## config.mk

```make
export PLATFORM = sky130hd
export DESIGN_NAME = radio_block_top
export DESIGN_NICKNAME = d
export VERILOG_FILES = /design/src/hw/radio_pkg.sv /design/src/hw/radio_block_top.sv /design/src/hw/tx_deframer.sv /design/src/hw/rx_framer.sv /design/src/hw/radio_ctrl.sv /design/src/hw/sample_fifo.sv /design/src/hw/timekeeper.sv
export SDC_FILE = /design/constraint.sdc
export NUM_CORES = 2
export LEC_CHECK = 0
export BUFFER_PORTS_ARGS = -buffer_cell sky130_fd_sc_hd__buf_4
export CAP_MARGIN = 15
export CORE_MARGIN = 2
export CORE_UTILIZATION = 55
export CTS_BUF_LIST = sky130_fd_sc_hd__clkbuf_4 sky130_fd_sc_hd__clkbuf_8
export CTS_CLUSTER_DIAMETER = 40
export DETAILED_ROUTE_END_ITERATION = 6
export GPL_TIMING_DRIVEN = 0
export PLACE_DENSITY = 0.8
export SYNTH_ARGS = -nofsm -noshare
export SYNTH_HDL_FRONTEND = slang
export SYNTH_HIERARCHICAL = 1
export SYNTH_SLANG_ARGS = --single-unit
```

## constraint.sdc

```tcl
create_clock -name i_ce_clk -period 8.6 [get_ports i_ce_clk]
set_input_delay 0.86 -clock i_ce_clk [delete_from_list [all_inputs] [get_ports i_ce_clk]]
set_output_delay 0.86 -clock i_ce_clk [all_outputs]
set_load 0.005 [all_outputs]
```

## src/hw/radio_pkg.sv

```systemverilog
// Shared definitions for the radio block: settings bus addresses, register fields,
// command and readback encodings, and the datapath widths
`default_nettype none

package radio_pkg;

  // Datapath widths
  localparam int SAMP_W = 32;
  localparam int TIME_W = 64;
  localparam int CNT_W  = 28;

  // Timekeeper settings addresses
  localparam logic [7:0] SR_TIME_HI    = 8'd128;
  localparam logic [7:0] SR_TIME_LO    = 8'd129;
  localparam logic [7:0] SR_TIME_CTRL  = 8'd130;

  // Radio control settings addresses
  localparam logic [7:0] SR_RX_CMD     = 8'd160;
  localparam logic [7:0] SR_RX_TIME_HI = 8'd161;
  localparam logic [7:0] SR_RX_TIME_LO = 8'd162;
  localparam logic [7:0] SR_TX_CTRL    = 8'd163;
  localparam logic [7:0] SR_RB_SEL     = 8'd164;

  // Bit positions inside the settings words
  localparam int TIME_CTRL_NOW_BIT = 0;
  localparam int TIME_CTRL_PPS_BIT = 1;
  localparam int RX_CMD_TIMED_BIT  = 31;
  localparam int RX_CMD_OP_LSB     = 29;
  localparam int TX_CTRL_RUN_BIT   = 0;

  // Status readback layout
  localparam int RB_STAT_OVF_BIT   = 0;
  localparam int RB_STAT_UNF_BIT   = 1;
  localparam int RB_STAT_STATE_LSB = 2;

  typedef enum logic [1:0] {
    CMD_STOP       = 2'd0,
    CMD_NUM_SAMPS  = 2'd1,
    CMD_CONTINUOUS = 2'd2
  } rx_cmd_e;

  typedef enum logic [1:0] {
    RB_VITA_NOW     = 2'd0,
    RB_VITA_LASTPPS = 2'd1,
    RB_STATUS       = 2'd2
  } rb_sel_e;

  typedef enum logic [1:0] {
    RX_IDLE      = 2'd0,
    RX_WAIT_TIME = 2'd1,
    RX_RUN       = 2'd2
  } rx_state_e;

endpackage

`default_nettype wire
```

## src/hw/radio_block_top.sv

```systemverilog
// Single-channel radio block: timekeeper, control, rx capture and tx playout
// Programmed through the settings bus, samples move on valid/ready streams
`default_nettype none

module radio_block_top #(
  parameter int FIFO_AW = 4
) (
  input  logic                         i_ce_clk,
  input  logic                         i_rst_n,
  input  logic                         i_pps,
  // Settings bus
  input  logic                         i_set_stb,
  input  logic [7:0]                   i_set_addr,
  input  logic [31:0]                  i_set_data,
  output logic [radio_pkg::TIME_W-1:0] o_rb_data,
  // Front end
  input  logic [radio_pkg::SAMP_W-1:0] i_rx,
  input  logic                         i_rx_stb,
  input  logic                         i_tx_stb,
  output logic [radio_pkg::SAMP_W-1:0] o_tx,
  output logic [radio_pkg::TIME_W-1:0] o_vita_time,
  output logic                         o_run_rx,
  output logic                         o_run_tx,
  // Rx sample stream
  output logic [radio_pkg::SAMP_W-1:0] o_rx_tdata,
  output logic                         o_rx_tlast,
  output logic                         o_rx_tvalid,
  input  logic                         i_rx_tready,
  output logic [radio_pkg::TIME_W-1:0] o_rx_burst_time,
  // Tx sample stream
  input  logic [radio_pkg::SAMP_W-1:0] i_tx_tdata,
  input  logic                         i_tx_tvalid,
  output logic                         o_tx_tready
);
  import radio_pkg::*;

  logic [TIME_W-1:0] vita_time_lastpps;
  logic              rx_last;
  logic              overflow;
  logic              underflow;

  //////////////////////////////
  // Time and control
  //////////////////////////////
  timekeeper inst_timekeeper (
    .i_ce_clk(i_ce_clk), .i_rst_n(i_rst_n), .i_pps(i_pps),
    .i_set_stb(i_set_stb), .i_set_addr(i_set_addr), .i_set_data(i_set_data),
    .o_vita_time(o_vita_time), .o_vita_time_lastpps(vita_time_lastpps));

  radio_ctrl inst_radio_ctrl (
    .i_ce_clk(i_ce_clk), .i_rst_n(i_rst_n),
    .i_set_stb(i_set_stb), .i_set_addr(i_set_addr), .i_set_data(i_set_data),
    .i_vita_time(o_vita_time), .i_vita_time_lastpps(vita_time_lastpps),
    .i_rx_stb(i_rx_stb), .i_overflow(overflow), .i_underflow(underflow),
    .o_run_rx(o_run_rx), .o_rx_last(rx_last), .o_run_tx(o_run_tx),
    .o_rb_data(o_rb_data));

  //////////////////////////////
  // Sample paths
  //////////////////////////////
  rx_framer #(
    .FIFO_AW(FIFO_AW))
  inst_rx_framer (
    .i_ce_clk(i_ce_clk), .i_rst_n(i_rst_n),
    .i_run(o_run_rx), .i_last(rx_last), .i_rx(i_rx), .i_rx_stb(i_rx_stb),
    .i_vita_time(o_vita_time), .i_rx_tready(i_rx_tready),
    .o_rx_tdata(o_rx_tdata), .o_rx_tlast(o_rx_tlast), .o_rx_tvalid(o_rx_tvalid),
    .o_rx_burst_time(o_rx_burst_time), .o_overflow(overflow));

  tx_deframer #(
    .FIFO_AW(FIFO_AW))
  inst_tx_deframer (
    .i_ce_clk(i_ce_clk), .i_rst_n(i_rst_n),
    .i_run(o_run_tx), .i_tx_stb(i_tx_stb),
    .i_tx_tdata(i_tx_tdata), .i_tx_tvalid(i_tx_tvalid), .o_tx_tready(o_tx_tready),
    .o_tx(o_tx), .o_underflow(underflow));

endmodule

`default_nettype wire

```

## src/hw/tx_deframer.sv

```systemverilog
// Tx playout: buffers the incoming sample stream and feeds the DAC word on tx strobes
// An empty buffer at a strobe sends zero and reports underflow
`default_nettype none

module tx_deframer #(
  parameter int FIFO_AW = 4
) (
  input  logic                         i_ce_clk,
  input  logic                         i_rst_n,
  input  logic                         i_run,
  input  logic                         i_tx_stb,
  input  logic [radio_pkg::SAMP_W-1:0] i_tx_tdata,
  input  logic                         i_tx_tvalid,
  output logic                         o_tx_tready,
  output logic [radio_pkg::SAMP_W-1:0] o_tx,
  output logic                         o_underflow
);
  import radio_pkg::*;

  logic            fifo_full;
  logic            fifo_empty;
  logic            dac_stb;
  logic            pop;
  logic [SAMP_W:0] head;

  assign o_tx_tready = !fifo_full;
  assign dac_stb     = i_run && i_tx_stb;
  assign pop         = dac_stb && !fifo_empty;
  assign o_underflow = dac_stb && fifo_empty;

  // Tx stream has no framing, so the flag bit stays clear
  sample_fifo #(
    .FIFO_AW(FIFO_AW))
  inst_fifo (
    .i_ce_clk  (i_ce_clk),
    .i_rst_n   (i_rst_n),
    .i_wr_en   (i_tx_tvalid),
    .i_wr_data ({1'b0, i_tx_tdata}),
    .i_rd_en   (pop),
    .o_rd_data (head),
    .o_empty   (fifo_empty),
    .o_full    (fifo_full));

  // DAC word holds between strobes
  always_ff @(posedge i_ce_clk or negedge i_rst_n) begin
    if (!i_rst_n) begin
      o_tx <= '0;
    end else if (dac_stb) begin
      if (fifo_empty) begin
        o_tx <= '0;
      end else begin
        o_tx <= head[SAMP_W-1:0];
      end
    end
  end

endmodule

`default_nettype wire

```

## src/hw/rx_framer.sv

```systemverilog
// Rx capture: buffers strobed ADC samples and sends them out as a valid/ready stream
// Tags the final sample of a burst, records the burst start time, flags overflow
`default_nettype none

module rx_framer #(
  parameter int FIFO_AW = 4
) (
  input  logic                         i_ce_clk,
  input  logic                         i_rst_n,
  input  logic                         i_run,
  input  logic                         i_last,
  input  logic [radio_pkg::SAMP_W-1:0] i_rx,
  input  logic                         i_rx_stb,
  input  logic [radio_pkg::TIME_W-1:0] i_vita_time,
  input  logic                         i_rx_tready,
  output logic [radio_pkg::SAMP_W-1:0] o_rx_tdata,
  output logic                         o_rx_tlast,
  output logic                         o_rx_tvalid,
  output logic [radio_pkg::TIME_W-1:0] o_rx_burst_time,
  output logic                         o_overflow
);
  import radio_pkg::*;

  logic            wr_req;
  logic            in_burst;
  logic            fifo_full;
  logic            fifo_empty;
  logic [SAMP_W:0] head;

  // Every strobe while running carries a sample
  assign wr_req     = i_run && i_rx_stb;
  // Sample lost because the stream side is not keeping up
  assign o_overflow = wr_req && fifo_full;

  // Marks that the first sample of this burst has been seen
  always_ff @(posedge i_ce_clk or negedge i_rst_n) begin
    if (!i_rst_n) begin
      in_burst <= 1'b0;
    end else if (!i_run) begin
      in_burst <= 1'b0;
    end else if (wr_req) begin
      in_burst <= 1'b1;
    end
  end

  // Time stamp of the first captured sample
  always_ff @(posedge i_ce_clk) begin
    if (wr_req && !in_burst) begin
      o_rx_burst_time <= i_vita_time;
    end
  end

  sample_fifo #(
    .FIFO_AW(FIFO_AW))
  inst_fifo (
    .i_ce_clk  (i_ce_clk),
    .i_rst_n   (i_rst_n),
    .i_wr_en   (wr_req),
    .i_wr_data ({i_last, i_rx}),
    .i_rd_en   (i_rx_tready && o_rx_tvalid),
    .o_rd_data (head),
    .o_empty   (fifo_empty),
    .o_full    (fifo_full));

  // Stream side straight off the FIFO head
  assign o_rx_tvalid = !fifo_empty;
  assign o_rx_tdata  = head[SAMP_W-1:0];
  assign o_rx_tlast  = head[SAMP_W];

endmodule

`default_nettype wire

```

## src/hw/radio_ctrl.sv

```systemverilog
// Radio control: rx command engine, tx enable, sticky error flags and readback mux
// Listens to the settings bus for the rx, tx and readback addresses only
`default_nettype none

module radio_ctrl (
  input  logic                         i_ce_clk,
  input  logic                         i_rst_n,
  input  logic                         i_set_stb,
  input  logic [7:0]                   i_set_addr,
  input  logic [31:0]                  i_set_data,
  input  logic [radio_pkg::TIME_W-1:0] i_vita_time,
  input  logic [radio_pkg::TIME_W-1:0] i_vita_time_lastpps,
  input  logic                         i_rx_stb,
  input  logic                         i_overflow,
  input  logic                         i_underflow,
  output logic                         o_run_rx,
  output logic                         o_rx_last,
  output logic                         o_run_tx,
  output logic [radio_pkg::TIME_W-1:0] o_rb_data
);
  import radio_pkg::*;

  rx_state_e         rx_state;
  rx_cmd_e           rx_mode;
  rx_cmd_e           cmd_op;
  logic              cmd_timed;
  logic [CNT_W-1:0]  samps_left;
  logic [TIME_W-1:0] cmd_time;
  logic              rx_cmd_wr;
  logic              tx_ctrl_wr;
  logic              overflow;
  logic              underflow;
  rb_sel_e           rb_sel;
  logic [TIME_W-1:0] status;

  //////////////////////////////
  // Settings decode
  //////////////////////////////
  assign rx_cmd_wr  = i_set_stb && (i_set_addr == SR_RX_CMD);
  assign tx_ctrl_wr = i_set_stb && (i_set_addr == SR_TX_CTRL);
  assign cmd_op     = rx_cmd_e'(i_set_data[RX_CMD_OP_LSB +: 2]);
  assign cmd_timed  = i_set_data[RX_CMD_TIMED_BIT];

  // Command start time
  always_ff @(posedge i_ce_clk) begin
    if (i_set_stb && (i_set_addr == SR_RX_TIME_HI)) begin
      cmd_time[TIME_W-1:32] <= i_set_data;
    end
    if (i_set_stb && (i_set_addr == SR_RX_TIME_LO)) begin
      cmd_time[31:0] <= i_set_data;
    end
  end

  //////////////////////////////
  // Rx command FSM
  //////////////////////////////
  assign o_run_rx  = (rx_state == RX_RUN);
  // Strobe carrying the final sample of a counted burst
  assign o_rx_last = o_run_rx && i_rx_stb && (rx_mode == CMD_NUM_SAMPS) &&
                     (samps_left == CNT_W'(1));

  always_ff @(posedge i_ce_clk or negedge i_rst_n) begin
    if (!i_rst_n) begin
      rx_state   <= RX_IDLE;
      rx_mode    <= CMD_STOP;
      samps_left <= '0;
      overflow   <= 1'b0;
    end else if (rx_cmd_wr) begin
      overflow   <= 1'b0;
      rx_mode    <= cmd_op;
      samps_left <= i_set_data[CNT_W-1:0];
      case (cmd_op)
        CMD_NUM_SAMPS, CMD_CONTINUOUS: rx_state <= cmd_timed ? RX_WAIT_TIME : RX_RUN;
        default:                       rx_state <= RX_IDLE;
      endcase
    end else begin
      if (i_overflow) begin
        overflow <= 1'b1;
      end
      case (rx_state)
        RX_WAIT_TIME: begin
          if (i_vita_time >= cmd_time) begin
            rx_state <= RX_RUN;
          end
        end
        RX_RUN: begin
          if (i_overflow || o_rx_last) begin
            rx_state <= RX_IDLE;
          end else if (i_rx_stb && (rx_mode == CMD_NUM_SAMPS)) begin
            samps_left <= samps_left - 1'b1;
          end
        end
        default: rx_state <= RX_IDLE;
      endcase
    end
  end

  //////////////////////////////
  // Tx enable, readback select
  //////////////////////////////
  always_ff @(posedge i_ce_clk or negedge i_rst_n) begin
    if (!i_rst_n) begin
      o_run_tx  <= 1'b0;
      underflow <= 1'b0;
      rb_sel    <= RB_VITA_NOW;
    end else begin
      if (tx_ctrl_wr) begin
        o_run_tx  <= i_set_data[TX_CTRL_RUN_BIT];
        underflow <= 1'b0;
      end else if (i_underflow) begin
        underflow <= 1'b1;
      end
      if (i_set_stb && (i_set_addr == SR_RB_SEL)) begin
        rb_sel <= rb_sel_e'(i_set_data[1:0]);
      end
    end
  end

  always_comb begin
    status                                   = '0;
    status[RB_STAT_OVF_BIT]                  = overflow;
    status[RB_STAT_UNF_BIT]                  = underflow;
    status[RB_STAT_STATE_LSB +: 2]           = rx_state;
  end

  always_comb begin
    case (rb_sel)
      RB_VITA_NOW:     o_rb_data = i_vita_time;
      RB_VITA_LASTPPS: o_rb_data = i_vita_time_lastpps;
      RB_STATUS:       o_rb_data = status;
      default:         o_rb_data = '0;
    endcase
  end

endmodule

`default_nettype wire

```

## src/hw/sample_fifo.sv

```systemverilog
// Ring buffer FIFO of samples with a last flag, head word shown while not empty
// Shared by the rx capture path and the tx playout path
`default_nettype none

module sample_fifo #(
  parameter int FIFO_AW = 4
) (
  input  logic                       i_ce_clk,
  input  logic                       i_rst_n,
  input  logic                       i_wr_en,
  input  logic [radio_pkg::SAMP_W:0] i_wr_data,
  input  logic                       i_rd_en,
  output logic [radio_pkg::SAMP_W:0] o_rd_data,
  output logic                       o_empty,
  output logic                       o_full
);
  import radio_pkg::*;

  localparam int DEPTH = 1 << FIFO_AW;

  logic [SAMP_W:0]  mem [DEPTH];
  // Extra top bit tells a full buffer from an empty one
  logic [FIFO_AW:0] wr_ptr;
  logic [FIFO_AW:0] rd_ptr;

  assign o_empty   = (wr_ptr == rd_ptr);
  assign o_full    = (wr_ptr[FIFO_AW] != rd_ptr[FIFO_AW]) &&
                     (wr_ptr[FIFO_AW-1:0] == rd_ptr[FIFO_AW-1:0]);
  assign o_rd_data = mem[rd_ptr[FIFO_AW-1:0]];

  always_ff @(posedge i_ce_clk) begin
    if (i_wr_en && !o_full) begin
      mem[wr_ptr[FIFO_AW-1:0]] <= i_wr_data;
    end
  end

  always_ff @(posedge i_ce_clk or negedge i_rst_n) begin
    if (!i_rst_n) begin
      wr_ptr <= '0;
      rd_ptr <= '0;
    end else begin
      if (i_wr_en && !o_full) begin
        wr_ptr <= wr_ptr + 1'b1;
      end
      if (i_rd_en && !o_empty) begin
        rd_ptr <= rd_ptr + 1'b1;
      end
    end
  end

endmodule

`default_nettype wire

```

## src/hw/timekeeper.sv

```systemverilog
// Radio time counter, stepping once per clock
// Loaded from the settings bus either at once or on the next PPS rising edge
`default_nettype none

module timekeeper (
  input  logic                         i_ce_clk,
  input  logic                         i_rst_n,
  input  logic                         i_pps,
  input  logic                         i_set_stb,
  input  logic [7:0]                   i_set_addr,
  input  logic [31:0]                  i_set_data,
  output logic [radio_pkg::TIME_W-1:0] o_vita_time,
  output logic [radio_pkg::TIME_W-1:0] o_vita_time_lastpps
);
  import radio_pkg::*;

  logic [TIME_W-1:0] pending_time;
  logic              ctrl_wr;
  logic              pps_d;
  logic              pps_edge;
  logic              load_arm;

  assign ctrl_wr  = i_set_stb && (i_set_addr == SR_TIME_CTRL);
  assign pps_edge = i_pps && !pps_d;

  // Time to be loaded, written in two halves
  always_ff @(posedge i_ce_clk) begin
    if (i_set_stb && (i_set_addr == SR_TIME_HI)) begin
      pending_time[TIME_W-1:32] <= i_set_data;
    end
    if (i_set_stb && (i_set_addr == SR_TIME_LO)) begin
      pending_time[31:0] <= i_set_data;
    end
  end

  always_ff @(posedge i_ce_clk or negedge i_rst_n) begin
    if (!i_rst_n) begin
      pps_d               <= 1'b0;
      load_arm            <= 1'b0;
      o_vita_time         <= '0;
      o_vita_time_lastpps <= '0;
    end else begin
      pps_d <= i_pps;

      if (pps_edge) begin
        o_vita_time_lastpps <= o_vita_time;
      end

      // A direct load wins over a pending PPS load
      if (ctrl_wr && i_set_data[TIME_CTRL_NOW_BIT]) begin
        o_vita_time <= pending_time;
        load_arm    <= 1'b0;
      end else if (ctrl_wr) begin
        o_vita_time <= o_vita_time + 1'b1;
        load_arm    <= i_set_data[TIME_CTRL_PPS_BIT];
      end else if (load_arm && pps_edge) begin
        o_vita_time <= pending_time;
        load_arm    <= 1'b0;
      end else begin
        o_vita_time <= o_vita_time + 1'b1;
      end
    end
  end

endmodule

`default_nettype wire

```

==> summary.txt <==
Clocking
  – Clock Sinks: 1452
  – Clock transition at path regs: 0.06 ns
  – CTS tree: done
  – CTS root buffer: clkbuf_8
  – Gates resized, CTS repair: 0
  – H-tree depth: 4
  – Clock Tree Buf Depth: 3
  – CTS Buf Count: ~220
  – Worst skew pair latency: 0.91 ns

Critical path
  – R2r setup slk: 5.19 ns
  – Worst EP arrival: 3.68 ns
  – R2R Path Start: inst_rx_framer/inst_fifo/rd_ptr[2]
  – CP Class: reg -> out
  – Crit-path max FO: 10
  – R2R depth: 13
  – Req. time, crit path: 7.74 ns
  – Crit end category: output port
  – RR Endpoint: inst_radio_ctrl/samps_left[14]
  – Crit start category: flop

Die
  – FP Rows: 119
  – Core area: 105000 µm²
  – IO Pins: 373
  – Die Width: 330 µm
  – Die Area: roughly 110000 µm²
  – Initial Utilization: around 55%
  – Die H: 330 µm

Status
  – Outcome: finished clean

Cells and area
  – Most common cell after layout, fill and taps aside: edfxtp_1
  – Commonest cells after routing, fill and taps aside: edfxtp_1 (1232), buf_4 (429), mux4_2 (260)
  – Finished Layout Cells: 5562
  – Final net count: 4168
  – Multi-input gate area: 14800 µm²
  – Final Instance Area: 69000 µm²
  – Fillers: 6840
  – Sequential cell area: 42500 µm²
  – P&R area growth vs syn: 18.4%
  – Share of post-route cells with drive strength above 1: 32.7%

GRT
  – Initial antenna violation count: 13
  – Vias in the first global route: 34400
  – Total gr overflow: 0
  – Gr usage total: 27.6%
  – Largest net degree at the start of global routing: between 90 and 100
  – First-pass GRT wire length: 219000 µm

Route
  – DRT antenna net count: 0
  – Vias: 34200
  – Vias per cell: roughly 6.1
  – Initial DRC count: 3912
  – DRT Pass-1 Iters: 6
  – Post-Route WL: 150000 µm
  – Drc violations: 0
  – Avg WL per Cell: 27.0 µm

Hold path
  – Cells on Worst Hold Path: 1
  – Hold Path Origin: i_pps
  – Hold EP: inst_timekeeper/pps_d
  – Tightest Hold Check Type: in -> reg

Timing
  – FMAX: approximately 0.22 GHz
  – Slew margin rel.: about 22%
  – Hold Worst Slack: ~0.11 ns
  – Max Clock Skew: 0.0579 ns
  – Crit path time final: between 4 and 5 ns
  – Least-Margin Pin Slew: 1.16 ns
  – Final setup fails: 0
  – Post-route clock period utilization: 52.8%
  – Max-slew violations: 0
  – Final hold violation count: 0
  – RSZ-0062 raised after global routing: no

Place
  – Final HPWL DP: 102000 µm
  – Buffers on Ports: roughly 370
  – Placed Area: 64500 µm²
  – GPL Wtd Cong: 0.908
  – Placed insts: ~5000

Job
  – Max-cap check violation count: 0

Synthesis
  – Synth Net Count: 3444
  – Post-Syn Area: 58300 µm²
  – Avg Cell Area, Syn: 17.9 µm²
  – Synthesis warning total: 6
  – Syn Inst Count: 3255

Pwr
  – Cell Pwr Density: 274 nW/µm²
  – Worst VDD drop: 0.229 mV
  – Leak pwr: 24.4 nW
==> power breakdown <==
group | switching, mW | total, mW | internal [mW]
Clock | 2.69 | 5.72 | 3.02
Combinational | 2.44 | 4.64 | 2.20
Sequential | 0.376 | 8.56 | 8.19
==> repair_timing <==
| item | CTS | global route |
|---|---|---|
| buffers inserted | 0 | 0 |
| hold endpoints to repair | 57 | 0 |
| hold buffers | 1 | 0 |
==> worst max-delay path, stage by stage (launching register included) <==
cell	delay, ns
dfrtp_1	0.45
clkbuf_1	0.82
clkbuf_1	0.85
mux2i_1	0.43
nor2_1	0.07
buf_4	0.16
==> sequential cells by signal, summed over array words and instances, names as in the netlist, 5 cells and up <==
register,count
inst_radio_ctrl/cmd_time,64
inst_radio_ctrl/samps_left,28
inst_rx_framer/inst_fifo/mem,528
inst_rx_framer/inst_fifo/rd_ptr,5
inst_rx_framer/inst_fifo/wr_ptr,5
inst_rx_framer/o_rx_burst_time,64
inst_timekeeper/o_vita_time,64
inst_timekeeper/o_vita_time_lastpps,64
inst_timekeeper/pending_time,64
inst_tx_deframer/inst_fifo/mem,512
inst_tx_deframer/inst_fifo/rd_ptr,5
inst_tx_deframer/inst_fifo/wr_ptr,5
inst_tx_deframer/o_tx,32
==> metal layers <==
metal | wire length, µm | vias to the layer above | track usage (%)
li1 | - | 14400 | -
met1 | 56200 | 17300 | 36.5
met2 | 72400 | 2049 | 44.2
met3 | 14800 | 405 | 6.00
met4 | 6900 | 10 | 13.3
met5 | 62 | - | 0
==> how the worst max path moves through the flow <==
stage | startpoint | endpoint | slack, ns | depth (start not counted)
2_1_floorplan | i_rx_stb | inst_rx_framer/inst_fifo/mem[0][0] | 3.78 | 3
3_3_place_gp | i_rx_stb | inst_rx_framer/inst_fifo/mem[2][10] | -0.55 | 4
3_5_place_dp | i_set_addr[4] | inst_timekeeper/o_vita_time[29] | 4.74 | 8
4_1_cts | inst_radio_ctrl/rb_sel[0] | o_rb_data[5] | 3.96 | 5
5_1_grt | inst_radio_ctrl/rb_sel[0] | o_rb_data[4] | 3.97 | 5
6_report | inst_radio_ctrl/rb_sel[0] | o_rb_data[5] | 4.06 | 5
==> metrics by stage <==
stage,total power [mW],util [%],TNS [ns],setup slack (ns)
global placement,13.1,59.7,-50.02,-0.554
CTS,19.0,65.6,0,3.96
finish,18.9,65.6,0,4.06
detailed placement,13.3,61.3,0,4.74
global route,19.6,65.6,0,3.97
floorplan,11.3,-,0,3.78
==> final cells by class <==
type                    count  area share [%]
diodes                      7          0.0254
plain buffers             159            1.24
clock buffers             314            5.57
clock inverters            94           0.933
inverters                  84           0.457
multi-input cells        1560            21.5
flip-flops and latches   1452            61.6
well taps                1391            2.52
repair buffers            501            6.19
No activity file was read; power rests on OpenSTA's default activity.
